## src/hw/tx_frame_pkg.sv

```systemverilog
package tx_frame_pkg;

	// Field widths of the command format
	localparam int ADDR_W = 16;
	localparam int LEN_W = 16;

	// Opcode byte, bits [31:24] of descriptor word 2
	typedef enum logic [7:0] {
		OP_SEGMENT      = 8'h00,
		OP_LAST_SEGMENT = 8'h01
	} desc_op_e;

	// Next expected command word
	typedef enum logic [1:0] {
		CW_LEN_ADDR,
		CW_DW2,
		CW_DW3
	} cmd_word_e;

	typedef struct packed {
		logic              last;
		logic [LEN_W-1:0]  len;
		logic [ADDR_W-1:0] addr;
	} tx_desc_t;

	// Length in the upper half, address in the lower half
	typedef struct packed {
		logic [LEN_W-1:0]  len;
		logic [ADDR_W-1:0] addr;
	} tx_status_t;

	typedef struct packed {
		logic [3:0]        id;
		logic [ADDR_W-1:0] addr;
		logic [7:0]        len;
		logic [2:0]        size;
		logic [1:0]        burst;
	} dram_ar_t;

	typedef struct packed {
		logic [3:0]  id;
		logic [31:0] data;
		logic [1:0]  resp;
		logic        last;
	} dram_r_t;

	typedef struct packed {
		logic [31:0] data;
		logic [3:0]  keep;
		logic        last;
	} mac_beat_t;

endpackage

```

## src/hw/tx_desc_parser.sv

```systemverilog
module tx_desc_parser
	import tx_frame_pkg::*;
#(
	parameter int QUEUE_DEPTH = 16
) (
	input  logic        aclk,
	input  logic        aresetn,
	input  logic [31:0] cmd_s_tdata,
	input  logic        cmd_s_tvalid,
	input  logic        cmd_s_tlast,
	output logic        cmd_s_tready,
	output logic        push,
	output tx_desc_t    push_desc,
	input  logic        credit_return
);

	localparam int CRED_W = $clog2(QUEUE_DEPTH + 1);

	cmd_word_e         cmd_word;
	logic [LEN_W-1:0]  seg_len;
	logic [ADDR_W-1:0] seg_addr;
	desc_op_e          seg_op;
	logic [31:0]       desc_dw3;
	logic [CRED_W-1:0] credits;
	logic              beat;
	desc_op_e          beat_op;

	assign beat = cmd_s_tvalid && cmd_s_tready;
	assign beat_op = desc_op_e'(cmd_s_tdata[31:24]);
	assign cmd_s_tready = (credits != '0);
	assign push = beat && cmd_s_tlast;

	// Short commands end early, so fields of the current beat bypass the registers
	always_comb begin
		push_desc.len = seg_len;
		push_desc.addr = seg_addr;
		push_desc.last = (seg_op == OP_LAST_SEGMENT);
		case (cmd_word)
			CW_LEN_ADDR: begin
				push_desc.len = cmd_s_tdata[31:16];
				push_desc.addr = cmd_s_tdata[15:0];
				push_desc.last = 1'b0;
			end
			CW_DW2: begin
				push_desc.last = (beat_op == OP_LAST_SEGMENT);
			end
			default: begin
			end
		endcase
	end

	always_ff @(posedge aclk or negedge aresetn) begin
		if (!aresetn) begin
			cmd_word <= CW_LEN_ADDR;
		end else if (beat) begin
			if (cmd_s_tlast) begin
				cmd_word <= CW_LEN_ADDR;
			end else if (cmd_word == CW_LEN_ADDR) begin
				cmd_word <= CW_DW2;
			end else begin
				cmd_word <= CW_DW3;
			end
		end
	end

	always_ff @(posedge aclk) begin
		if (beat) begin
			case (cmd_word)
				CW_LEN_ADDR: begin
					seg_len <= cmd_s_tdata[31:16];
					seg_addr <= cmd_s_tdata[15:0];
					seg_op <= OP_SEGMENT;
				end
				CW_DW2: begin
					seg_op <= beat_op;
				end
				default: begin
					desc_dw3 <= cmd_s_tdata;
				end
			endcase
		end
	end

	// One credit per free queue slot
	always_ff @(posedge aclk or negedge aresetn) begin
		if (!aresetn) begin
			credits <= CRED_W'(QUEUE_DEPTH);
		end else if (credit_return && !push) begin
			credits <= credits + 1'b1;
		end else if (push && !credit_return) begin
			credits <= credits - 1'b1;
		end
	end

endmodule

```

## src/hw/tx_desc_queue.sv

```systemverilog
module tx_desc_queue
	import tx_frame_pkg::*;
#(
	parameter int QUEUE_DEPTH = 16
) (
	input  logic     aclk,
	input  logic     aresetn,
	input  logic     push,
	input  tx_desc_t push_desc,
	output logic     desc_valid,
	output tx_desc_t head_desc,
	input  logic     desc_ready,
	output logic     credit_return
);

	localparam int PTR_W = (QUEUE_DEPTH > 1) ? $clog2(QUEUE_DEPTH) : 1;
	localparam int CNT_W = $clog2(QUEUE_DEPTH + 1);

	tx_desc_t         mem [QUEUE_DEPTH];
	logic [PTR_W-1:0] wr_ptr;
	logic [PTR_W-1:0] rd_ptr;
	logic [CNT_W-1:0] count;
	logic [CNT_W-1:0] frames;
	logic             full;
	logic             pop;
	logic             push_last;
	logic             pop_last;

	function automatic logic [PTR_W-1:0] next_ptr(input logic [PTR_W-1:0] ptr);
		logic [PTR_W-1:0] nxt;
		if (ptr == PTR_W'(QUEUE_DEPTH - 1)) begin
			nxt = '0;
		end else begin
			nxt = ptr + 1'b1;
		end
		return nxt;
	endfunction

	// First word falls through
	assign head_desc = mem[rd_ptr];
	assign full = (count == CNT_W'(QUEUE_DEPTH));

	// Release once a whole frame is queued, or when nothing more fits
	assign desc_valid = (frames != '0) || full;
	assign pop = desc_valid && desc_ready;
	assign credit_return = pop;

	assign push_last = push && push_desc.last;
	assign pop_last = pop && head_desc.last;

	always_ff @(posedge aclk) begin
		if (push) begin
			mem[wr_ptr] <= push_desc;
		end
	end

	// No full check, the parser credits keep pushes within depth
	always_ff @(posedge aclk or negedge aresetn) begin
		if (!aresetn) begin
			wr_ptr <= '0;
			rd_ptr <= '0;
			count <= '0;
		end else begin
			if (push) begin
				wr_ptr <= next_ptr(wr_ptr);
			end
			if (pop) begin
				rd_ptr <= next_ptr(rd_ptr);
			end
			if (push && !pop) begin
				count <= count + 1'b1;
			end else if (pop && !push) begin
				count <= count - 1'b1;
			end
		end
	end

	// Complete frames held
	always_ff @(posedge aclk or negedge aresetn) begin
		if (!aresetn) begin
			frames <= '0;
		end else if (push_last && !pop_last) begin
			frames <= frames + 1'b1;
		end else if (pop_last && !push_last) begin
			frames <= frames - 1'b1;
		end
	end

endmodule

```

## src/hw/tx_dma_reader.sv

```systemverilog
module tx_dma_reader
	import tx_frame_pkg::*;
#(
	parameter int MAX_BURST = 16
) (
	input  logic       aclk,
	input  logic       aresetn,
	input  logic       desc_valid,
	input  tx_desc_t   head_desc,
	output logic       desc_ready,
	output dram_ar_t   dram_m_ar,
	output logic       dram_m_arvalid,
	input  logic       dram_m_arready,
	input  dram_r_t    dram_m_r,
	input  logic       dram_m_rvalid,
	output logic       dram_m_rready,
	output mac_beat_t  mac_m,
	output logic       mac_m_tvalid,
	input  logic       mac_m_tready,
	output tx_status_t stat_m_tdata,
	output logic       stat_m_tvalid,
	output logic       stat_m_tlast,
	input  logic       stat_m_tready
);

	localparam logic [2:0] AXI_SIZE_4B = 3'b010;
	localparam logic [1:0] AXI_BURST_INCR = 2'b01;
	localparam int BURST_W = $clog2(MAX_BURST + 1);

	typedef enum logic [1:0] {
		RD_IDLE,
		RD_ADDR,
		RD_DATA,
		RD_STAT
	} rd_state_e;

	rd_state_e          state;
	logic [ADDR_W-1:0]  cur_addr;
	logic [LEN_W-1:0]   words_left;
	logic [BURST_W-1:0] burst_left;
	logic [LEN_W-1:0]   burst_words;
	logic [LEN_W-1:0]   head_words;
	logic [3:0]         tail_keep;
	logic               seg_last;
	logic               pop;
	logic               r_beat;
	logic               final_beat;

	assign desc_ready = (state == RD_IDLE);
	assign pop = desc_valid && desc_ready;

	// Segment length rounded up to whole words
	assign head_words = LEN_W'(({1'b0, head_desc.len} + (LEN_W + 1)'(3)) >> 2);
	assign burst_words = (words_left > LEN_W'(MAX_BURST)) ? LEN_W'(MAX_BURST) : words_left;

	always_comb begin
		dram_m_ar.id = '0;
		dram_m_ar.addr = cur_addr;
		dram_m_ar.len = 8'(burst_words - 1'b1);
		dram_m_ar.size = AXI_SIZE_4B;
		dram_m_ar.burst = AXI_BURST_INCR;
	end
	assign dram_m_arvalid = (state == RD_ADDR);

	// R beats go straight through, MAC back-pressure stalls the read
	assign dram_m_rready = (state == RD_DATA) && mac_m_tready;
	assign mac_m_tvalid = (state == RD_DATA) && dram_m_rvalid;
	assign r_beat = dram_m_rvalid && dram_m_rready;
	assign final_beat = (words_left == LEN_W'(1));

	always_comb begin
		mac_m.data = dram_m_r.data;
		mac_m.keep = final_beat ? tail_keep : 4'hf;
		mac_m.last = final_beat && seg_last;
	end

	assign stat_m_tvalid = (state == RD_STAT);
	assign stat_m_tlast = 1'b1;

	always_ff @(posedge aclk or negedge aresetn) begin
		if (!aresetn) begin
			state <= RD_IDLE;
			words_left <= '0;
			burst_left <= '0;
		end else begin
			case (state)
				RD_IDLE: begin
					if (pop) begin
						words_left <= head_words;
						state <= (head_words == '0) ? RD_STAT : RD_ADDR;
					end
				end
				RD_ADDR: begin
					if (dram_m_arready) begin
						burst_left <= BURST_W'(burst_words);
						state <= RD_DATA;
					end
				end
				RD_DATA: begin
					if (r_beat) begin
						words_left <= words_left - 1'b1;
						burst_left <= burst_left - 1'b1;
						if (final_beat) begin
							state <= RD_STAT;
						end else if (burst_left == BURST_W'(1)) begin
							state <= RD_ADDR;
						end
					end
				end
				default: begin
					if (stat_m_tready) begin
						state <= RD_IDLE;
					end
				end
			endcase
		end
	end

	// Low address bits dropped, buffers are word aligned
	always_ff @(posedge aclk) begin
		if (pop) begin
			cur_addr <= {head_desc.addr[ADDR_W-1:2], 2'b00};
			seg_last <= head_desc.last;
			stat_m_tdata <= '{len: head_desc.len, addr: head_desc.addr};
			case (head_desc.len[1:0])
				2'd1: tail_keep <= 4'b0001;
				2'd2: tail_keep <= 4'b0011;
				2'd3: tail_keep <= 4'b0111;
				default: tail_keep <= 4'b1111;
			endcase
		end else if (r_beat) begin
			cur_addr <= cur_addr + ADDR_W'(4);
		end
	end

endmodule

```

## src/hw/tx_frame.sv

```systemverilog
module tx_frame
	import tx_frame_pkg::*;
#(
	parameter int QUEUE_DEPTH = 16,
	parameter int MAX_BURST = 16
) (
	input  logic        aclk,
	input  logic        aresetn,

	// Command words: len/addr, DW2 with opcode, DW3
	input  logic [31:0] cmd_s_tdata,
	input  logic        cmd_s_tvalid,
	input  logic        cmd_s_tlast,
	output logic        cmd_s_tready,

	// One status word per segment
	output tx_status_t  stat_m_tdata,
	output logic        stat_m_tvalid,
	output logic        stat_m_tlast,
	input  logic        stat_m_tready,

	// DRAM read channels
	output dram_ar_t    dram_m_ar,
	output logic        dram_m_arvalid,
	input  logic        dram_m_arready,
	input  dram_r_t     dram_m_r,
	input  logic        dram_m_rvalid,
	output logic        dram_m_rready,

	// MAC transmit stream
	output mac_beat_t   mac_m,
	output logic        mac_m_tvalid,
	input  logic        mac_m_tready
);

	logic     push;
	tx_desc_t push_desc;
	logic     credit_return;
	logic     desc_valid;
	logic     desc_ready;
	tx_desc_t head_desc;

	tx_desc_parser #(
		.QUEUE_DEPTH(QUEUE_DEPTH)
	) parser0 (
		.aclk(aclk),
		.aresetn(aresetn),
		.cmd_s_tdata(cmd_s_tdata),
		.cmd_s_tvalid(cmd_s_tvalid),
		.cmd_s_tlast(cmd_s_tlast),
		.cmd_s_tready(cmd_s_tready),
		.push(push),
		.push_desc(push_desc),
		.credit_return(credit_return)
	);

	tx_desc_queue #(
		.QUEUE_DEPTH(QUEUE_DEPTH)
	) queue0 (
		.aclk(aclk),
		.aresetn(aresetn),
		.push(push),
		.push_desc(push_desc),
		.desc_valid(desc_valid),
		.head_desc(head_desc),
		.desc_ready(desc_ready),
		.credit_return(credit_return)
	);

	tx_dma_reader #(
		.MAX_BURST(MAX_BURST)
	) reader0 (
		.aclk(aclk),
		.aresetn(aresetn),
		.desc_valid(desc_valid),
		.head_desc(head_desc),
		.desc_ready(desc_ready),
		.dram_m_ar(dram_m_ar),
		.dram_m_arvalid(dram_m_arvalid),
		.dram_m_arready(dram_m_arready),
		.dram_m_r(dram_m_r),
		.dram_m_rvalid(dram_m_rvalid),
		.dram_m_rready(dram_m_rready),
		.mac_m(mac_m),
		.mac_m_tvalid(mac_m_tvalid),
		.mac_m_tready(mac_m_tready),
		.stat_m_tdata(stat_m_tdata),
		.stat_m_tvalid(stat_m_tvalid),
		.stat_m_tlast(stat_m_tlast),
		.stat_m_tready(stat_m_tready)
	);

endmodule

```

## config.mk

```make
export PLATFORM = sky130hd
export DESIGN_NAME = tx_frame
export DESIGN_NICKNAME = d
export VERILOG_FILES = /design/src/hw/tx_frame_pkg.sv /design/src/hw/tx_desc_parser.sv /design/src/hw/tx_desc_queue.sv /design/src/hw/tx_dma_reader.sv /design/src/hw/tx_frame.sv
export SDC_FILE = /design/constraint.sdc
export NUM_CORES = 1
export LEC_CHECK = 0
export ABC_AREA = 0
export BUFFER_PORTS_ARGS = -buffer_cell sky130_fd_sc_hd__buf_2
export CORE_ASPECT_RATIO = 0.8
export CORE_UTILIZATION = 55
export CTS_CLUSTER_SIZE = 24
export DETAILED_ROUTE_END_ITERATION = 10
export GPL_ROUTABILITY_DRIVEN = 1
export PLACE_DENSITY = 0.88
export SLEW_MARGIN = 30
export SYNTH_ARGS = -nofsm -noshare
export SYNTH_HDL_FRONTEND = slang
export SYNTH_SLANG_ARGS = --single-unit
export TNS_END_PERCENT = 10
```

## constraint.sdc

```tcl
create_clock -name aclk -period 3.7 [get_ports aclk]
set_input_delay 0.74 -clock aclk [delete_from_list [all_inputs] [get_ports aclk]]
set_output_delay 0.74 -clock aclk [all_outputs]
set_load 0.005 [all_outputs]
```

; Word level (Yosys, flattened, before mapping)
; Memory sizes are Yosys's and may differ from the RTL's.
; Cells that the tools add are included.
[op_classes]
add_sub_neg = 13
magnitude_cmp = 1
n_eq_ne = 18
mux = 34
n_reduce_logical = 35
[ops]
columns = op, n
row1 = two-way mux 16 bit, 4
row2 = two-way mux 5 bit, 8
row3 = two-way mux 32 bit, 1
row4 = one-hot mux 16 bit (2 select lines), 1
row5 = subtractor 5 x 1 -> 5 bit (second input constant), 4
row6 = two-way mux 2 bit, 9
row7 = adder 16 x 2 -> 17 bit (second input constant), 1
row8 = adder 16 x 3 -> 16 bit (second input constant), 1
row9 = equality test 16 x 1 -> 1 bit (second input constant), 1
row10 = equality test 8 x 1 -> 1 bit (second input constant), 2
row11 = greater-than comparator 16 x 5 -> 1 bit (second input constant), 1
row12 = logical NOT 16 bit, 1
row13 = one-hot mux 8 bit (2 select lines), 1
row14 = subtractor 16 x 1 -> 16 bit (second input constant), 1
row15 = adder 5 x 1 -> 5 bit (second input constant), 3
row16 = logical AND 1 bit, 13
row17 = two-way mux 4 bit, 3
row18 = one-hot mux 4 bit (3 select lines), 1
row19 = nonzero test 2 bit, 6
row20 = one-hot mux 5 bit (2 select lines), 1
row21 = nonzero test 5 bit, 2
row22 = adder 4 x 1 -> 4 bit (second input constant), 2
row23 = equality test 2 bit (second input constant), 4
row24 = equality test 4 bit (second input constant), 2
row25 = other kinds (18), 28
[word_totals]
register_bits = 141
ramBits = 528
in_bits = 79
out_inout_bits = 108
word_cells = 120
n_memories = 1
[memory_table]
columns = name, words, width, read_ports, rd_clocked_by_memory_dff, wr, line
row1 = queue0.mem, 16, 33, 1, 0, 1, tx_desc_queue.sv:19  ; tx_desc_t mem [QUEUE_DEPTH];

; Logic depth before layout (Yosys ltp)
; Gate-level depths: netlist of run 1.
[depth]
word_depth = 8
ltp_mapped = 16
ltp_nobuf = 13

; Hierarchy
; From an unflattened synthesis of run 1, not the netlist that was laid out.
[hier_totals]
hier_cells = 1506
hier_area_um2 = 27385.0
[modules_own_cells]
columns = mod, instances, cells_each, area_each_um2, seq_area_each_um2
row1 = tx_desc_queue, 1, 948, 20913.8, 16305.6
row2 = tx_dma_reader, 1, 412, 4246.6, 2077.0
row3 = tx_desc_parser, 1, 146, 2224.6, 1377.6

; Least setup slack after synthesis of run 1
; OpenSTA, ideal clock, no wires.
[synth_path]
kind = reg2reg
from = register queue0.rd_ptr[0]
to = register queue0.frames[4]
setup_ns = 0.125
t_arrival_ns = 3.775
required_ns = 3.575
setup_slack_ns = -0.200
path_stages_with_launch = 17
path_buffers = 5
synth_period_minus_slack_ns = 3.900
cell_sequence = dfrtp_1 -> buf_6 -> buf_8 -> buf_8 -> buf_2 -> buf_2 -> mux4_2 -> mux4_2 -> nand2_1 -> ha_1 -> inv_1 -> fa_1 -> a21o_1 -> a21oi_1 -> xnor2_1 -> nor2_1 -> xor2_1
[synth_rtl]
columns = item, line
row1 = from (decl), tx_desc_queue.sv:21  ; logic [PTR_W-1:0] rd_ptr;
row2 = from (signal assigned), tx_desc_queue.sv:68  ; rd_ptr <= next_ptr(rd_ptr);
row3 = to (signal assigned), tx_desc_queue.sv:83  ; frames <= frames + 1'b1;
row4 = to (signal assigned), tx_desc_queue.sv:85  ; frames <= frames - 1'b1;
row5 = to (decl), tx_desc_queue.sv:23  ; logic [CNT_W-1:0] frames;

==> results of run 1 <==
==> logic make-up (layout without fill, tap and decap cells) <==
family | Yosys count | count (layout) | share of synthesized area
adders and majority gates | 33 | 33 | 0.0158
DFF | 666 | 666 | 0.715
AOI/OAI and AO/OA | 134 | 134 | 0.0297
other | 2 | 13 | 0.000272
xor gates and xnor gates | 44 | 44 | 0.0139
muxes | 208 | 208 | 0.151
and+or+nand+nor | 246 | 246 | 0.0459
buffers and inverters | 129 | 294 | 0.0290
==> worst register-to-register path, cell delays in order, from the launching register on <==
cell       delay, ns
dfrtp_4         0.59
mux4_1          0.68
mux2_2          0.34
o21ai_0         0.26
buf_4           0.18
ha_1            0.25
inv_1           0.12
nand2_1         0.07
o32ai_1         0.11
xor2_1          0.19
nor4_1          0.32
o2111ai_1       0.15
o21ai_1         0.14
==> where the power goes <==
group,switching [uW],internal [uW],total [uW]
combinational,4870,3390,8250
sequential,704,9920,10600
clock,2740,3500,6240
total,8310,16800,25100
==> stage by stage <==
| stage | total power [uW] | TNS [ns] |
|---|---|---|
| after floorplan | 16200 | 0 |
| after global routing | 26000 | -0.0228 |
| after CTS | 25000 | 0 |
| after global placement | 18200 | 0 |
| final | 25100 | 0 |
| after detailed placement | 18600 | 0 |
==> how the worst max path moves through the flow <==
stage,endpoint,slack [ns],cells after the start
global placement,reader0.state[1]$_DFFE_PN0P_,0.28,12
detailed placement,reader0.state[1]$_DFFE_PN0P_,0.20,12
floorplan,queue0.frames[4]$_DFFE_PN0P_,0.003,16
global route,dram_m_ar[9],-0.02,10
CTS,dram_m_ar[9],0.0008,10
finish,dram_m_ar[9],0.1,10
==> metal layers <==
| metal | up-vias | part of all wire |
|---|---|---|
| met5 | - | 0.00031 |
| met4 | 4 | 0.041 |
| met3 | 244 | 0.11 |
| met2 | 1125 | 0.49 |
| met1 | 7705 | 0.36 |
| li1 | 6066 | - |
==> repair_timing <==
item,in CTS,in global routing
hold buffers,0,0
resized for setup,7,2
pin swaps,0,4
endpoints found under the setup margin,3,3
setup buffers,1,4
==> state kept, by name, summed over array words and instances (netlist names), 2 cells and up <==
name / count
queue0.mem: 528
reader0.stat_m_tdata: 32
parser0.seg_addr: 16
parser0.seg_len: 16
reader0.words_left: 16
reader0.cur_addr: 14
parser0.seg_op: 8
parser0.credits: 5
queue0.count: 5
queue0.frames: 5
reader0.burst_left: 5
queue0.rd_ptr: 4
queue0.wr_ptr: 4
reader0.tail_keep: 3
parser0.cmd_word: 2
reader0.state: 2
==> layout make-up <==
type	instances	area [sq um]
Fill cell	3231	18800
Inverter	24	90.1
Timing Repair Buffer	158	1030
Clock inverter	30	287
Sequential cell	666	19800
Multi-Input combinational cell	678	7180
Tap cell	675	845
Clock buffer	82	1670
==> placed cells by master (no fill, tap or decap), types with 10 or more instances in the layout <==
cell and count:
clkbuf_16 63, edfxtp_1 618, mux4_1 40, clkinv_1 10, buf_4 47, o21ai_0 45, a21o_1 10, mux4_2 110
nand2_1 54, and2_2 16, mux2i_1 17, nor2_1 50, dfrtp_1 43, buf_2 102, ha_1 29, nor3_1 15
clkbuf_1 17, xnor2_1 26, conb_1 13, a21oi_1 35, and2_1 14, mux2_2 41, nand3_1 34, inv_1 20
xor2_1 18, clkinv_2 10
==> out/summary.log, run 1 <==
[status] status completed
[setup_path] number of cells traversed by the worst register-to-register path 12
[synthesis] Post-Syn Instances 1462
[synthesis] area leader, netlist edfxtp_1
[grt] initial antenna violation count 2
[drt] Vias 15100
[clocking] clock transition at the registers of the reported paths 0.07 ns
[layout] number of standard cells in the layout, taps in and fillers out 2313
[setup_path] CP Max Fanout 5
[layout] post-synthesis to final-layout area growth 11.7%
[die] Die Y 203 microns
[clocking] Skew-Pair Late Insertion Delay 0.64 ns
[setup_path] Register-to-Register Setup Slack 0.22 ns
[clocking] buffers from clock root to sink, at most 3
[power] maximum VDD drop 0.426 mV
[synthesis] share of the yosys chip area belonging to registers 0.715
[timing] Final Hold Vio Count 0
[grt] pin count of the biggest net entering global routing 59
[grt] met2 layer usage reported by global route 0.432
[grt] most crowded layer after global routing met2
[drt] Routed WL per cell 28.9 microns
[timing] unrepaired setup endpoints after global routing yes
[setup_path] highest cell delay on the worst timing path 0.54 ns
[synthesis] number of flops mapped to enable cells by yosys 618
[power] cell area power density 814 nW/um^2
[grt] total track usage 0.264
[synthesis] share of flip-flops with an asynchronous set or reset 0.0721
[die] initial standard-cell utilization of the core 0.556
[setup_path] critical path start-end classification reg -> out
[timing] hold slack final 0.188 ns
[grt] met3 usage in global routing 0.0573
[timing] maximum clock frequency 278 MHz
[drt] Routed Antenna Nets 0
[synthesis] average instance area after synthesis 18.9 sq um
[timing] share of the clock period used by the worst path 0.973
[drt] number of violations reported at the end of detailed-routing iteration 0 1931
[synthesis] flops & latches, synth 666
[die] full die area 51200 sq um
[layout] end-of-flow core utilization 0.621
[grt] vias in the first global route 15000
[setup_path] family with the most delay on the worst path simple AND/OR/NAND/NOR gates
[placement] Port-buffer cells 102
[timing] number of failing setup endpoints in the final timing report 0
[synthesis] total number of yosys warnings 0
[placement] placed inst area 28800 sq um
[timing] final worst-path setup slack 0.0983 ns
[clocking] TritonCTS clock tree yes
[placement] post-detail-place hpwl 38100 microns
[setup_path] Buf/Inv on CP 2
[setup_path] worst r2r src queue0.rd_ptr[1]$_DFFE_PN0P_
[layout] Nets 1701
[synthesis] cell area after synthesis 27600 sq um
[timing] Worst Max-Slew Pin Slew 0.820 ns
[timing] Final Max Tran Viols 0
[power] leakage power summed over all cells 0.0104 uW
[setup_path] signal arrival time at the worst endpoint 2.86 ns
[setup_path] Setup crit end kind primary output
[clocking] TritonCTS Buffers 61
[synthesis] distinct cell type count after synthesis 69
[die] total number of placement rows 73
[grt] GR Util met1 0.349
[setup_path] cell with the largest stage delay on the worst path or4_4
[run] max capacitance violation total 0
[drt] Total Routed Length 66900 microns
[synthesis] top post-synthesis cells by count edfxtp_1, mux4_2, nand2_1
[synthesis] top flip-flop cell by instance count after synthesis edfxtp_1
[setup_path] reg2reg end reader0.state[1]$_DFFE_PN0P_
[worst_hold_path] Hold WC Path Type in -> async
[clocking] CTS HTree Levels 2
[layout] n_diodes 0
[placement] final weighted congestion of routability-driven global placement 0.876
[timing] final setup skew 0.0305 ns
[clocking] root buf cell clkbuf_16
[timing] final period demand of the worst path 3.60 ns
[synthesis] most frequent cell after synthesis edfxtp_1
[grt] wire length of the first global-routing pass 97500 microns
[placement] worst slack at placement 0.200 ns
[setup_path] cell-by-cell trace of the critical path or4_4 -> nor2_4 -> nand2_2 -> a211oi_2 -> buf_4 -> nand2_1 -> ha_2 -> and3_1 -> o21bai_1 -> buf_2
[die] Placeable Area 49700 sq um
[layout] post-route cell area 30900 sq um
[timing] remaining max-slew budget at the tightest pin 0.438
[layout] share of cells above drive strength 1 0.273
[setup_path] required time worst endpoint 2.96 ns
[setup_path] launch point of the worst path reader0.words_left[14]$_DFFE_PN0P_
[synthesis] top area cells in the synthesized netlist edfxtp_1, mux4_2, dfrtp_1
[die] top-level I/O count 187
[clocking] # clock sinks 666
[drt] Vias per Instance 6.55
[drt] remaining design rule violation count 0
[setup_path] startpoint type of the worst setup path flip-flop
[synthesis] fraction of post-synthesis cell area in the top cell type by area 0.671
[grt] GR Overflow Total 0
[placement] Post-Place Cells 2196
[die] Die X-Extent 253 microns
[drt] count of TritonRoute iterations in the first routing pass 5
Power figures use the tool's default switching activity.
==> run 2: changes to the inputs <==
- PLACE_DENSITY: 0.88 -> 0.74
==> run 2 against run 1 <==
Effect of this change:
- fmax is essentially flat
- via count decreased by 7.5%
- flip-flop and latch count unchanged
- wire length decreased by 12%
- clock-buffer cell count up 6
- non-clock buffer count grew 4
- hold slack worse by 0.056 ns
==> out/summary.log, run 2 (synthesis results as in run 1) <==
[layout] largest registers queue0.mem (528), reader0.stat_m_tdata (32)
[layout] most frequent cells in the layout edfxtp_1, mux4_2, buf_2
[grt] initial antenna violation count 0
[layout] most common cell after layout, fill and taps aside edfxtp_1
[die] top-level I/O count 187
[clocking] root buf cell clkbuf_16
[setup_path] launch point of the worst path reader0.words_left[10]$_DFFE_PN0P_
[drt] number of violations reported at the end of detailed-routing iteration 0 1525
[worst_hold_path] Hold WC Path Type in -> async
[timing] Final Max Tran Viols 0
[grt] GR Overflow Total 0
[clocking] number of hold buffers added after cts 0
[timing] Final Hold Vio Count 0
[timing] Total Neg Setup Slack 0 ns
[die] full die area 51200 sq um
[setup_path] signal arrival time at the worst endpoint 2.86 ns
[layout] register name with the most flops queue0.mem
[drt] count of TritonRoute iterations in the first routing pass 6
[setup_path] Setup crit end kind primary output
[clocking] Skew-Pair Late Insertion Delay 0.60 ns
[clocking] buffers from clock root to sink, at most 3
[power] clock group share of total power 0.265
[setup_path] number of cells traversed by the worst register-to-register path 11
[power] power consumption 25300 uW
[timing] final period demand of the worst path 3.60 ns
[timing] unrepaired setup endpoints after global routing yes
[die] total number of placement rows 73
[power] cell area power density 810 nW/um^2
[clocking] clock transition at the registers of the reported paths 0.07 ns
[placement] placed inst area 28900 sq um
[drt] Vias 14000
[drt] Total Routed Length 58800 microns
[power] portion of total power attributed to sequential cells 0.420
[power] sw power 8000 uW
[grt] total track usage 0.235
[run] max capacitance violation total 0
[die] Die X-Extent 253 microns
[setup_path] worst r2r src queue0.rd_ptr[1]$_DFFE_PN0P_
[die] Placeable Area 49700 sq um
[setup_path] end point of the critical path dram_m_ar[9]
[layout] post-synthesis to final-layout area growth 12.8%
[setup_path] startpoint type of the worst setup path flip-flop
[placement] post-detail-place hpwl 34100 microns
[timing] remaining max-slew budget at the tightest pin 0.510
[layout] Nets 1710
[drt] Routed WL per cell 25.4 microns
[setup_path] reg2reg end reader0.state[1]$_DFFE_PN0P_
[power] leakage power summed over all cells 0.0105 uW
[status] status completed
[clocking] TritonCTS Buffers 66
[clocking] CTS HTree Levels 3
[timing] Worst Max-Slew Pin Slew 0.734 ns
[timing] share of the clock period used by the worst path 0.973
[drt] Routed Antenna Nets 0
[placement] Port-buffer cells 102
[power] Internal Power 17300 uW
[die] initial standard-cell utilization of the core 0.556
[clocking] # clock sinks 666
[timing] final setup skew 0.0307 ns
[die] Die Y 203 microns
[power] switching share of total power 0.317
[setup_path] critical path start-end classification reg -> out
[power] maximum VDD drop 0.361 mV
[clocking] TritonCTS clock tree yes
[setup_path] required time worst endpoint 2.96 ns
[grt] pin count of the biggest net entering global routing 45
[layout] number of standard cells in the layout, taps in and fillers out 2321
[setup_path] CP Max Fanout 5
[drt] remaining design rule violation count 0
[placement] Post-Place Cells 2199
[layout] n_diodes 0
[layout] post-route cell area 31200 sq um
[placement] final weighted congestion of routability-driven global placement 0.844
[timing] number of failing setup endpoints in the final timing report 0
[grt] wire length of the first global-routing pass 86900 microns
[setup_path] Register-to-Register Setup Slack 0.23 ns
[layout] flip-flop count of the largest register after layout 528
[grt] vias in the first global route 13800
[drt] Vias per Instance 6.04
[power] power share of the combinational group 0.315
[layout] share of cells above drive strength 1 0.277
[timing] maximum clock frequency 278 MHz
## run 2: final cells by class
type	count	area (sq um)
well taps	675	845
fillers	3385	18500
multi-input cells	678	7200
flip-flops and latches	666	19800
clock buffers	88	1860
repair buffers	162	1130
clock inverters	28	297
inverters	24	90.1
## run 2: per-layer routing
metal | share of wire | track usage | vias up
met1 | 0.42 | 0.338 | 7237
met4 | 0.027 | 0.0773 | 0
li1 | - | - | 6089
met5 | 0 | 0 | -
met3 | 0.079 | 0.0487 | 94
met2 | 0.48 | 0.363 | 589
## run 2: worst min-delay path by stage
stage,from,endpoint,slack [ns],cells after the start
after floorplan,queue0.count[4]$_DFFE_PN0P_,queue0.count[4]$_DFFE_PN0P_,0.43,1
after global routing,aresetn,reader0.words_left[0]$_DFFE_PN0P_,0.15,1
after global placement,queue0.count[4]$_DFFE_PN0P_,queue0.count[4]$_DFFE_PN0P_,0.45,1
after CTS,aresetn,reader0.burst_left[0]$_DFFE_PN0P_,0.31,1
final,aresetn,parser0.cmd_word[0]$_DFFE_PN0P_,0.13,1
after detailed placement,queue0.count[4]$_DFFE_PN0P_,queue0.count[4]$_DFFE_PN0P_,0.46,1
## run 2: worst max-delay path, stage by stage, from the launching register on
cell and delay, ns:
dfrtp_1 0.42, or4_4 0.59, nor2_4 0.14, nand2_2 0.09, a211oi_2 0.15, buf_4 0.17
nand2_2 0.09, ha_4 0.18, and3_1 0.14, o21bai_1 0.14, buf_2 0.14
## run 2: through the flow
step | hold WS (ns) | utilization | setup WS (ns)
6_report | 0.131 | 0.628 | 0.0998
5_1_grt | 0.149 | 0.628 | -0.0336
4_1_cts | 0.309 | 0.626 | 0.00117
3_5_place_dp | 0.462 | 0.582 | 0.215
3_3_place_gp | 0.454 | 0.582 | 0.265
2_1_floorplan | 0.434 | - | 0.00320
## run 2: what timing repair did
| item | CTS | global route |
|---|---|---|
| resized for setup | 6 | 6 |
| setup endpoints to repair | 3 | 4 |
| pin swaps | 0 | 4 |
| buffers inserted | 2 | 4 |
## run 2: power groups by stage
| stage | Clock [uW] | Sequential, uW | Combinational [uW] |
|---|---|---|---|
| global route | 7080 | 10700 | 8570 |
| floorplan | 0 | 10500 | 5720 |
| detailed placement | 0 | 10700 | 7930 |
| global placement | 0 | 10700 | 7720 |
| finish | 6700 | 10600 | 7950 |
| CTS | 6790 | 10600 | 7970 |
==> run 3: changes to the inputs <==
- REMOVE_ABC_BUFFERS: unset -> 1
==> run 3 against run 2 <==
Effect of this change:
- the flow now finishes with violations (design-rule violations)
- global-route usage is 0.18 points higher
- combinational power increased by 1%
- flip-flop and latch count did not move
- final cell count decreased by 0.30%
- final area shrank 0.75%
- register-to-register slack about the same
- clock-buffer cell count down 21
- core utilization decreased by 0.47 points
- die area is the same
- clock power fell by 9.3%
- wire length is 1.3% higher
- via count grew 1.0%
- critical endpoint unchanged
- largest power group unchanged
==> out/summary.log, run 3 (synthesis results as in run 1) <==
[status] status finished, violations left
[status] failing checks design-rule violations
[layout] most frequent cells in the layout edfxtp_1, mux4_2, buf_2
[drt] Vias 14200
[timing] Final Hold Vio Count 0
[die] total number of placement rows 73
[power] clock group share of total power 0.246
[clocking] TritonCTS clock tree yes
[power] maximum VDD drop 0.438 mV
[die] initial standard-cell utilization of the core 0.556
[timing] final setup skew 0.0203 ns
[timing] unrepaired setup endpoints after global routing yes
[setup_path] required time worst endpoint 2.96 ns
[grt] GR Util met1 0.348
[timing] share of the clock period used by the worst path 0.985
[grt] pin count of the biggest net entering global routing 62
[die] full die area 51200 sq um
[power] portion of total power attributed to sequential cells 0.428
[die] Die X-Extent 253 microns
[power] Internal Power 16800 uW
[layout] flip-flop count of the largest register after layout 528
[clocking] Skew-Pair Late Insertion Delay 0.62 ns
[layout] post-route cell area 30900 sq um
[layout] number of standard cells in the layout, taps in and fillers out 2314
[placement] post-detail-place hpwl 35300 microns
[grt] GR Overflow Total 0
[layout] n_diodes 0
[layout] register name with the most flops queue0.mem
[power] cell area power density 798 nW/um^2
[power] leakage power summed over all cells 0.0104 uW
[setup_path] startpoint type of the worst setup path flip-flop
[clocking] # clock sinks 666
[layout] Register Area 19800 sq um
[placement] placed inst area 29000 sq um
[drt] Total Routed Length 59600 microns
[placement] Port-buffer cells 102
[layout] multi-input gate area in the final layout 7180 sq um
[layout] post-synthesis to final-layout area growth 12.0%
[run] max capacitance violation total 0
[drt] Vias per Instance 6.12
[grt] met3 usage in global routing 0.0458
[grt] total track usage 0.237
[setup_path] Setup crit end kind primary output
[die] Placeable Area 49700 sq um
[placement] worst slack at placement 0.226 ns
[placement] final weighted congestion of routability-driven global placement 0.818
[power] power share of the combinational group 0.326
[clocking] buffers from clock root to sink, at most 3
[drt] number of violations reported at the end of detailed-routing iteration 0 1674
[layout] share of cells above drive strength 1 0.274
[clocking] CTS HTree Levels 2
[drt] Routed Antenna Nets 0
[drt] remaining design rule violation count 2
[grt] initial antenna violation count 0
[grt] wire length of the first global-routing pass 88600 microns
[clocking] TritonCTS Buffers 60
[timing] Worst Max-Slew Pin Slew 0.836 ns
[clocking] clock transition at the registers of the reported paths 0.07 ns
[timing] final worst-path setup slack 0.0567 ns
[timing] final period demand of the worst path 3.64 ns
[timing] maximum clock frequency 274 MHz
[setup_path] worst r2r src queue0.rd_ptr[1]$_DFFE_PN0P_
[setup_path] launch point of the worst path reader0.words_left[11]$_DFFE_PN0P_
[layout] Nets 1705
[power] sw power 7910 uW
[placement] Post-Place Cells 2201
[worst_hold_path] Hold WC Path Type in -> async
[timing] remaining max-slew budget at the tightest pin 0.443
[grt] most crowded layer after global routing met2
[clocking] root buf cell clkbuf_16
[power] switching share of total power 0.321
[grt] met2 layer usage reported by global route 0.371
[setup_path] CP Max Fanout 5
[layout] largest registers queue0.mem (528), reader0.stat_m_tdata (32)
[timing] Final Max Tran Viols 0
[layout] number of fillers in the final layout 3449
[grt] vias in the first global route 14000
[setup_path] signal arrival time at the worst endpoint 2.90 ns
[timing] Total Neg Setup Slack 0 ns
[drt] count of TritonRoute iterations in the first routing pass 8
[power] power consumption 24700 uW
[timing] number of failing setup endpoints in the final timing report 0
[die] top-level I/O count 187
[drt] Routed WL per cell 25.8 microns
[setup_path] critical path start-end classification reg -> out
[layout] most common cell after layout, fill and taps aside edfxtp_1
[die] Die Y 203 microns
-- run 3: cell count changes in the layout (fill, tap and decap cells not counted), sizes merged --
cell / delta
clkbuf: -21
clkinv: +9
clkinvlp: +4
buf: +1
-- run 3: path summary, 6_finish.rpt --
path	end	slack [ns]	cells past startpoint
max	dram_m_ar[9]	0.06	10
max reg2reg	reader0.state[1]$_DFFE_PN0P_	0.22	11
min reg2reg	queue0.count[4]$_DFFE_PN0P_	0.47	1
max in group asynchronous	reader0.words_left[2]$_DFFE_PN0P_	2.66	2
min	parser0.cmd_word[1]$_DFFE_PN0P_	0.23	1
min in group aclk	parser0.seg_addr[6]$_DFFE_PP_	0.31	1
-- run 3: what timing repair did --
action,CTS,global route
pin swaps,1,0
endpoints found under the setup margin,3,2
gates resized for setup,6,1
buffers inserted,3,2
hold buffers,0,0
hold endpoints to repair,0,0
-- run 3: cell type report --
type                            instances  area share
Timing Repair Buffer                  163      0.0379
Tap cell                              675      0.0273
Clock buffer                           67      0.0494
Sequential cell                       666       0.639
Inverter                               24     0.00291
Clock inverter                         41      0.0120
Multi-Input combinational cell        678       0.232
-- run 3: power groups by stage --
| stage | clock, uW | sequential [uW] | combinational (uW) |
|---|---|---|---|
| final | 6080 | 10600 | 8040 |
| after global routing | 6420 | 10700 | 8700 |
| after CTS | 6150 | 10600 | 8030 |
| after detailed placement | 0 | 10700 | 7940 |
| after global placement | 0 | 10700 | 7760 |
| after floorplan | 0 | 11000 | 5100 |
-- run 3: per-layer routing --
layer,vias to the layer above,part of all wire
li1,6082,-
met1,7335,0.42
met2,657,0.48
met3,78,0.081
met4,0,0.017
met5,-,0
-- run 3: metrics by stage --
stage               hold WS, ns  utilization
floorplan                 0.434            -
global placement          0.460        0.583
detailed placement        0.464        0.583
CTS                       0.228        0.622
global route              0.272        0.623
finish                    0.226        0.623
-- run 3: worst max-delay path, cell delays in order, from the launching register on --
cell	delay, ns
dfrtp_1	0.41
or4_4	0.57
nor2_4	0.13
nand2_2	0.09
a211oi_2	0.20
buf_4	0.16
nand2_1	0.09
ha_2	0.22
and3_1	0.15
o21bai_1	0.14
buf_2	0.13
